**src/design/fpFormatPkg.sv**
```systemverilog
/*
 * floating-point format description
 */

`default_nettype none

package fpFormatPkg;

    ////////////////////
    // word widths
    ////////////////////

    // widest floating-point register word
    parameter int FLEN = 64;

    // integer register width for conversion results
    parameter int XLEN = 64;

    ////////////////////
    // double fields
    ////////////////////

    // exponent bits
    parameter int NE = 11;
    // fraction bits, hidden bit excluded
    parameter int NF = 52;

    ////////////////////
    // single fields
    ////////////////////

    // exponent bits
    parameter int NE1 = 8;
    // fraction bits
    parameter int NF1 = 23;
    // packed single word, sits in the low half of a FLEN word
    parameter int LEN1 = 32;

    // one floating-point register word
    typedef logic [FLEN-1:0] fpWord_t;

    // output format select
    // single results are NaN-boxed up to FLEN
    typedef enum logic {
        fmtSingle = 1'b0,
        fmtDouble = 1'b1
    } fmt_t;

endpackage

`default_nettype wire

```
**src/design/specialCasePkg.sv**
```systemverilog
/*
 * special case operation and result types
 */

`default_nettype none

package specialCasePkg;

    import fpFormatPkg::*;

    ////////////////////
    // encodings
    ////////////////////

    // riscv frm field
    typedef enum logic [2:0] {
        rne = 3'b000,
        rtz = 3'b001,
        rdn = 3'b010,
        rup = 3'b011,
        rmm = 3'b100
    } frm_t;

    // which unit produced the rounded value
    typedef enum logic [1:0] {
        opArith = 2'b00,
        opDiv   = 2'b01,
        opCvt   = 2'b10
    } opKind_t;

    // chosen floating-point result
    typedef enum logic [2:0] {
        clsXNaN     = 3'd0,
        clsYNaN     = 3'd1,
        clsInvalid  = 3'd2,
        clsOverflow = 3'd3,
        clsKill     = 3'd4,
        clsNorm     = 3'd5
    } fpClass_t;

    // chosen integer conversion result
    typedef enum logic [1:0] {
        intOverflow  = 2'd0,
        intUnderflow = 2'd1,
        intNormal    = 2'd2
    } intClass_t;

    ////////////////////
    // pipeline structs
    ////////////////////

    // everything upstream hands to the selector
    typedef struct packed {
        // operand sign, significands and nan flags
        logic               xs;
        logic [NF:0]        xm;
        logic [NF:0]        ym;
        logic               xNaN;
        logic               yNaN;
        frm_t               frm;
        fmt_t               outFmt;
        // operand classification
        logic               infIn;
        logic               nanIn;
        logic               xInf;
        logic               yInf;
        logic               xZero;
        logic               intZero;
        // operation kind
        logic               intToFp;
        logic               int64;
        logic               isSigned;
        opKind_t            op;
        logic               plus1;
        logic               divByZero;
        // conversion exponent, top bit flags underflow
        logic [NE:0]        cvtCe;
        // rounded result sign and flags
        logic               ws;
        logic               intInvalid;
        logic               invalid;
        logic               overflow;
        logic               cvtResUf;
        // rounded exponent and fraction
        logic [NE-1:0]      re;
        logic [NE+1:0]      fullRe;
        logic [NF-1:0]      rf;
        // negated conversion result
        logic [XLEN+1:0]    cvtNegRes;
    } specialCaseIn_t;

    // classifier register, feeds both output stages
    typedef struct packed {
        fpClass_t           fpClass;
        logic               ofResMax;
        logic               ufLsb;
        logic               ws;
        fmt_t               outFmt;
        logic [NF-2:0]      xPayload;
        logic [NF-2:0]      yPayload;
        logic [NE-1:0]      re;
        logic [NF-1:0]      rf;
        intClass_t          intClass;
        logic               intNeg;
        logic               isSigned;
        logic               int64;
        logic               plus1;
        logic [XLEN-1:0]    cvtNegRes;
    } stageOne_t;

endpackage

`default_nettype wire

```
**src/design/resultClassifier.sv**
```systemverilog
/*
 * result class decision stage
 */

`timescale 1ns/100ps
`default_nettype none

module resultClassifier
    import fpFormatPkg::*;
    import specialCasePkg::*;
(
    input  logic            clk,
    input  logic            rst,
    input  logic            inValid,
    input  specialCaseIn_t  opIn,
    output logic            stageValid,
    output stageOne_t       stage
);

    // op kind decodes
    logic       cvtOp;
    logic       divOp;
    // class selects
    logic       selOfRes;
    logic       killRes;
    logic       ofResMax;
    logic       ufLsb;
    fpClass_t   fpClass;
    intClass_t  intClass;
    stageOne_t  stageNext;

    assign cvtOp = (opIn.op == opCvt);
    assign divOp = (opIn.op == opDiv);

    ////////////////////
    // fp class
    ////////////////////

    // inf input overflows unless it is inf divisor, x/inf is a zero
    assign selOfRes = opIn.overflow | opIn.divByZero | (opIn.infIn & ~(opIn.yInf & divOp));

    // conversions kill on underflow or a zero on the side actually used
    // other ops kill on exponent underflow, 0/y or x/inf
    always_comb begin
        if (cvtOp) begin
            killRes = opIn.cvtResUf | (opIn.xZero & ~opIn.intToFp)
                    | (opIn.intZero & opIn.intToFp);
        end else begin
            killRes = opIn.fullRe[NE+1]
                    | (((opIn.yInf & ~opIn.xInf) | opIn.xZero) & divOp);
        end
    end

    // int-to-fp has no fp x operand, any conversion has no y
    always_comb begin
        if (opIn.xNaN & ~(opIn.intToFp & cvtOp)) begin
            fpClass = clsXNaN;
        end else if (opIn.yNaN & ~cvtOp) begin
            fpClass = clsYNaN;
        end else if (opIn.invalid) begin
            fpClass = clsInvalid;
        end else if (selOfRes) begin
            fpClass = clsOverflow;
        end else if (killRes) begin
            fpClass = clsKill;
        end else begin
            fpClass = clsNorm;
        end
    end

    // overflow saturates to max finite when rounding toward zero
    // inf input or divide by zero always gives inf
    assign ofResMax = (~opIn.infIn | (opIn.intToFp & cvtOp)) & ~opIn.divByZero
                    & ((opIn.frm == rtz) | ((opIn.frm == rdn) & ~opIn.ws)
                    | ((opIn.frm == rup) & opIn.ws));

    // x/inf is an exact zero, no rounding lsb
    assign ufLsb = opIn.plus1 & opIn.frm[1] & ~(divOp & opIn.yInf);

    ////////////////////
    // int class
    ////////////////////

    always_comb begin
        if (opIn.intInvalid) begin
            intClass = intOverflow;
        end else if (opIn.cvtCe[NE]) begin
            intClass = intUnderflow;
        end else begin
            intClass = intNormal;
        end
    end

    // stage register contents
    always_comb begin
        stageNext.fpClass   = fpClass;
        stageNext.ofResMax  = ofResMax;
        stageNext.ufLsb     = ufLsb;
        stageNext.ws        = opIn.ws;
        stageNext.outFmt    = opIn.outFmt;
        // quiet bit is forced later, keep the rest
        stageNext.xPayload  = opIn.xm[NF-2:0];
        stageNext.yPayload  = opIn.ym[NF-2:0];
        stageNext.re        = opIn.re;
        stageNext.rf        = opIn.rf;
        stageNext.intClass  = intClass;
        // nan converts as positive
        stageNext.intNeg    = opIn.xs & ~opIn.nanIn;
        stageNext.isSigned  = opIn.isSigned;
        stageNext.int64     = opIn.int64;
        stageNext.plus1     = opIn.plus1;
        stageNext.cvtNegRes = opIn.cvtNegRes[XLEN-1:0];
    end

    always_ff @(posedge clk) begin
        if (rst) begin
            stageValid <= 1'b0;
        end else begin
            stageValid <= inValid;
        end
    end

    // data holds when idle
    always_ff @(posedge clk) begin
        if (inValid) begin
            stage <= stageNext;
        end
    end

endmodule

`default_nettype wire

```
**src/design/fpResultFormatter.sv**
```systemverilog
/*
 * floating-point result builder
 */

`timescale 1ns/100ps
`default_nettype none

module fpResultFormatter
    import fpFormatPkg::*;
    import specialCasePkg::*;
(
    input  logic        clk,
    input  logic        rst,
    input  logic        stageValid,
    input  stageOne_t   stage,
    output logic        outValid,
    output fpWord_t     fpRes
);

    // payload below the quiet bit, zero for the canonical nan
    logic [NF-2:0]      nanPayload;
    logic [FLEN-1:0]    dblWord;
    logic [LEN1-1:0]    sglWord;
    fpWord_t            fpNext;

    always_comb begin
        case (stage.fpClass)
            clsXNaN: nanPayload = stage.xPayload;
            clsYNaN: nanPayload = stage.yPayload;
            default: nanPayload = '0;
        endcase
    end

    ////////////////////
    // double word
    ////////////////////

    always_comb begin
        case (stage.fpClass)
            clsXNaN, clsYNaN, clsInvalid: begin
                // quiet nan, sign always clear
                dblWord = {1'b0, {NE{1'b1}}, 1'b1, nanPayload};
            end
            clsOverflow: begin
                if (stage.ofResMax) begin
                    dblWord = {stage.ws, {NE-1{1'b1}}, 1'b0, {NF{1'b1}}};
                end else begin
                    dblWord = {stage.ws, {NE{1'b1}}, {NF{1'b0}}};
                end
            end
            // signed zero, or smallest denormal when rounded up
            clsKill: dblWord = {stage.ws, {FLEN-2{1'b0}}, stage.ufLsb};
            default: dblWord = {stage.ws, stage.re, stage.rf};
        endcase
    end

    ////////////////////
    // single word
    ////////////////////

    // single keeps the top of the fraction and low exponent bits
    always_comb begin
        case (stage.fpClass)
            clsXNaN, clsYNaN, clsInvalid: begin
                sglWord = {1'b0, {NE1{1'b1}}, 1'b1, nanPayload[NF-2 -: NF1-1]};
            end
            clsOverflow: begin
                if (stage.ofResMax) begin
                    sglWord = {stage.ws, {NE1-1{1'b1}}, 1'b0, {NF1{1'b1}}};
                end else begin
                    sglWord = {stage.ws, {NE1{1'b1}}, {NF1{1'b0}}};
                end
            end
            clsKill: sglWord = {stage.ws, {LEN1-2{1'b0}}, stage.ufLsb};
            default: sglWord = {stage.ws, stage.re[NE1-1:0], stage.rf[NF-1 -: NF1]};
        endcase
    end

    // nan-box single into the upper half
    assign fpNext = (stage.outFmt == fmtDouble) ? dblWord
                                                : {{FLEN-LEN1{1'b1}}, sglWord};

    always_ff @(posedge clk) begin
        if (rst) begin
            outValid <= 1'b0;
        end else begin
            outValid <= stageValid;
        end
    end

    always_ff @(posedge clk) begin
        if (stageValid) begin
            fpRes <= fpNext;
        end
    end

endmodule

`default_nettype wire

```
**src/design/intResultSelector.sv**
```systemverilog
/*
 * integer conversion result select
 */

`timescale 1ns/100ps
`default_nettype none

module intResultSelector
    import fpFormatPkg::*;
    import specialCasePkg::*;
(
    input  logic            clk,
    input  logic            rst,
    input  logic            stageValid,
    input  stageOne_t       stage,
    output logic [XLEN-1:0] intRes
);

    logic               loadValid;
    logic [XLEN-1:0]    ofIntRes;
    logic [XLEN-1:0]    intNext;

    ////////////////////
    // overflow table
    ////////////////////

    // out of range, inf and nan inputs saturate
    // nan arrives with intNeg already clear
    always_comb begin
        if (stage.isSigned) begin
            if (stage.intNeg) begin
                if (stage.int64) begin
                    ofIntRes = {1'b1, {XLEN-1{1'b0}}};
                end else begin
                    // -2^31 sign-extended
                    ofIntRes = {{XLEN-31{1'b1}}, {31{1'b0}}};
                end
            end else begin
                if (stage.int64) begin
                    ofIntRes = {1'b0, {XLEN-1{1'b1}}};
                end else begin
                    ofIntRes = {{XLEN-31{1'b0}}, {31{1'b1}}};
                end
            end
        end else begin
            // unsigned: negatives clamp to 0, positives to all ones
            ofIntRes = stage.intNeg ? {XLEN{1'b0}} : {XLEN{1'b1}};
        end
    end

    ////////////////////
    // final select
    ////////////////////

    always_comb begin
        case (stage.intClass)
            intOverflow: intNext = ofIntRes;
            intUnderflow: begin
                // tiny negative rounded away from zero is -1
                if (stage.intNeg & stage.isSigned & stage.plus1) begin
                    intNext = {XLEN{1'b1}};
                end else begin
                    intNext = {{XLEN-1{1'b0}}, stage.plus1};
                end
            end
            default: begin
                // 32-bit results sign-extend, unsigned too
                if (stage.int64) begin
                    intNext = stage.cvtNegRes;
                end else begin
                    intNext = {{XLEN-32{stage.cvtNegRes[31]}}, stage.cvtNegRes[31:0]};
                end
            end
        endcase
    end

    // reset blocks a stray load from a stale stage word
    assign loadValid = stageValid & ~rst;

    always_ff @(posedge clk) begin
        if (loadValid) begin
            intRes <= intNext;
        end
    end

endmodule

`default_nettype wire

```
**src/design/specialCaseTop.sv**
```systemverilog
/*
 * special case selector top
 */

`timescale 1ns/100ps
`default_nettype none

module specialCaseTop
    import fpFormatPkg::*;
    import specialCasePkg::*;
(
    input  logic            clk,
    input  logic            rst,
    input  logic            inValid,
    input  specialCaseIn_t  opIn,
    output logic            outValid,
    output fpWord_t         fpRes,
    output logic [XLEN-1:0] intRes
);

    // stage one to both output stages
    logic       stageValid;
    stageOne_t  stage;

    resultClassifier i_resultClassifier (
        .clk        (clk),
        .rst        (rst),
        .inValid    (inValid),
        .opIn       (opIn),
        .stageValid (stageValid),
        .stage      (stage)
    );

    // fp path also owns the output valid
    fpResultFormatter i_fpResultFormatter (
        .clk        (clk),
        .rst        (rst),
        .stageValid (stageValid),
        .stage      (stage),
        .outValid   (outValid),
        .fpRes      (fpRes)
    );

    intResultSelector i_intResultSelector (
        .clk        (clk),
        .rst        (rst),
        .stageValid (stageValid),
        .stage      (stage),
        .intRes     (intRes)
    );

endmodule

`default_nettype wire

```
**config.mk**
```make
export PLATFORM = sky130hd
export DESIGN_NAME = specialCaseTop
export DESIGN_NICKNAME = d
export VERILOG_FILES = /design/src/design/fpFormatPkg.sv /design/src/design/specialCasePkg.sv /design/src/design/resultClassifier.sv /design/src/design/fpResultFormatter.sv /design/src/design/intResultSelector.sv /design/src/design/specialCaseTop.sv
export SDC_FILE = /design/constraint.sdc
export NUM_CORES = 1
export LEC_CHECK = 0
export BUFFER_PORTS_ARGS = -buffer_cell sky130_fd_sc_hd__buf_4
export CAP_MARGIN = 10
export CORE_MARGIN = 2
export CORE_UTILIZATION = 45
export CTS_CLUSTER_DIAMETER = 60
export CTS_CLUSTER_SIZE = 20
export DETAILED_ROUTE_END_ITERATION = 12
export GPL_ROUTABILITY_DRIVEN = 0
export PLACE_DENSITY = 0.82
export SLEW_MARGIN = 20
export SYNTH_ARGS = -nofsm -noshare
export SYNTH_HDL_FRONTEND = slang
export SYNTH_HIERARCHICAL = 1
export SYNTH_SLANG_ARGS = --single-unit
```
**constraint.sdc**
```tcl
create_clock -name clk -period 5.6 [get_ports clk]
set_clock_uncertainty 0.15 [all_clocks]
set_input_delay 0.28 -clock clk [delete_from_list [all_inputs] [get_ports clk]]
set_output_delay 0.28 -clock clk [all_outputs]
set_load 0.02 [all_outputs]
```
==> metrics.yaml <==
outcome: "finished, final reports clean"
synth_area_per_cell_um2: 18.5
ios: 417
cts_buffers: 30
cts_setup_buffers: 0
reg2reg_slack_ns: 2.46
tns_ns: 0
fp.dieW_um: 187
register_area_um2: 11200
stdcell_count: 1905
period_share_pct: 56.1
wl_per_cell_um: 22.3
synth-seq-cells: 372
clkTransAtPathRegs_ns: 0.09
irDropWorstVdd_uv: 255
drt_wl_total_um: 42500
synth_largest_area_cell: "edfxtp_1"
setup_violations: 0
worstSkewPairLatency_ns: 0.56
htreeDepth: 1
place.port_buffers: 387
ant_nets: 0
yosysSeqAreaShare_pct: 73.9
dp.cells: 1599
clock_path_buffers: 3
grt_pass1_wl_um: 62800
first_pass_iters: 5
met1_length_um: 15200
vias_per_cell: 5.30
min_period_ns: 3.14
dp_hpwl_um: 23900
core_um2: 33300
hold_violations: 0
crit_arrival_ns: 3.25
power_density_nw_per_um2: 300
cts_tree: "yes"
maxCapViolations: 0
yosysTopAreaCellShare_pct: 73.7
drt_iter0_drc: 672
synth_nets: 1105
total_power_mw: 6.51
yosysWarnings: 6
final_common_cell: "buf_4"
dieArea_um2: 35000
fin_nets: 1717
antenna_found_initial: 5
yosys-top-cells-area: "edfxtp_1 74%, mux2_4 6.7%, a32oi_2 2.0%"
via_count: 10100
die_h_um: 187
grt_pass1_vias: 10800
layout_common_cells: "397 x buf_4, 370 x edfxtp_1, 242 x dlygate4sd3_1"
grtUsageTotal_pct: 23.6
cp-end-kind: "flop"
overflow: 0
area_growth_syn_to_layout_pct: 43.7
rsz0062_at_grt: "no"
placementRows: 67
multiInputGateArea_um2: 3480
required_ns: 5.71
wl_met3_um: 2500
synthCells: 814
crit_path_start_kind: "flop"
synth_edf_count: 370
synthesis.area_um2: 15100
ctsRootBufferMaster: "clkbuf_16"
synth_cell_types: 53
critPathKind: "reg -> reg"
clock-sinks: 372
hp-class: "in -> reg"
max_slew_margin_pct: 32.9
max_freq_mhz: 318
drcViolationCount: 0
synth-main-ff-cell: "edfxtp_1"
met2WireLength_um: 22500
leakagePower_nw: 8.53
synthArstFlopShare_pct: 0
drive_above_1_share_pct: 42.1
crit_fanout: 53
grt_max_degree: 130
fill_cells: 2160
start_util_pct: 45.3
top_layer_used: "met4"
timing.hold.ws_ns: 0.0576
tightest_slew_ns: 1.01
slew_viol_final: 0
==> report_power, final <==
group | switching, mW | total, mW | internal [mW]
Sequential | 0.0885 | 3.40 | 3.31
Clock | 1.06 | 2.11 | 1.05
Combinational | 0.485 | 1.00 | 0.518
Total | 1.63 | 6.51 | 4.88
==> kinds of logic after synthesis <==
group / after synthesis / share of synthesized area (%)
xor gates and xnor gates: 2 / 0.166
muxes: 84 / 7.94
and+or+nand+nor: 83 / 2.82
AOI/OAI and AO/OA: 201 / 11.6
DFF: 372 / 73.9
buffers and inverters: 69 / 3.24
adders and majority gates: 3 / 0.249
==> path summary, 6_finish.rpt <==
kind	endpoint	cells past startpoint	start
worst max-delay path	i_fpResultFormatter/fpRes[6]$_DFFE_PP_	4	i_resultClassifier/stage[241]$_SDFFCE_PP0P_
worst max register to register	i_fpResultFormatter/fpRes[6]$_DFFE_PP_	4	i_resultClassifier/stage[241]$_SDFFCE_PP0P_
worst min-delay path	i_resultClassifier/stage[238]$_DFFE_PP_	3	opIn[175]
worst min register to register	i_intResultSelector/intRes[27]$_DFFE_PP_	1	i_resultClassifier/stage[27]$_DFFE_PP_
==> critical path: stages, from the launching register on <==
cell,delay [ns]
edfxtp_1,0.65
buf_4,0.70
and4b_1,0.38
nor2_8,0.67
a22oi_1,0.27
==> routing by layer <==
metal  track usage (%)  vias to the layer above
li1                  -                     4480
met1              26.7                     4976
met2              42.8                      501
met3              3.90                      142
met4              12.2                        0
met5                 0                        -
==> layout make-up <==
type                    count  share of cell area [%]
inverters                   7                   0.121
clock buffers              32                    3.60
flip-flops and latches    372                    51.5
repair buffers            642                    25.2
multi-input cells         373                    16.0
well taps                 448                    2.59
clock inverters            23                   0.947
diodes                      8                  0.0924
==> cells in the mapped netlist (all sizes together), types with 3 or more instances <==
cell and instances:
edfxtp 370, mux2 84, buf 52, a32oi 48
nand2 48, o21ai 39, a21oi 36, a21o 31
a22oi 28, nor2b 12, clkbuf 10, nor2 10
inv 5, a221oi 3, ha 3
==> stage by stage <==
step | cell area, um^2 | util, % | setup WS, ns
after floorplan | 15100 | - | 0.285
after global placement | 18200 | 54.8 | 2.50
after detailed placement | 18200 | 54.8 | 2.45
after CTS | 21600 | 65.0 | 2.47
after global routing | 21700 | 65.1 | 2.31
final | 21700 | 65.1 | 2.46
==> registers in the layout, summed over array words and instances, names as in the netlist <==
signal / cells
i_fpResultFormatter/outValid: 1
i_intResultSelector/intRes: 64
i_resultClassifier/stage: 242
i_fpResultFormatter/fpRes: 64
i_resultClassifier/stageValid: 1
==> what timing repair did <==
item,CTS,global route
resized for setup,0,0
hold buffers,242,0
endpoints found under the hold margin,241,0
No activity file was read; power rests on OpenSTA's default activity.
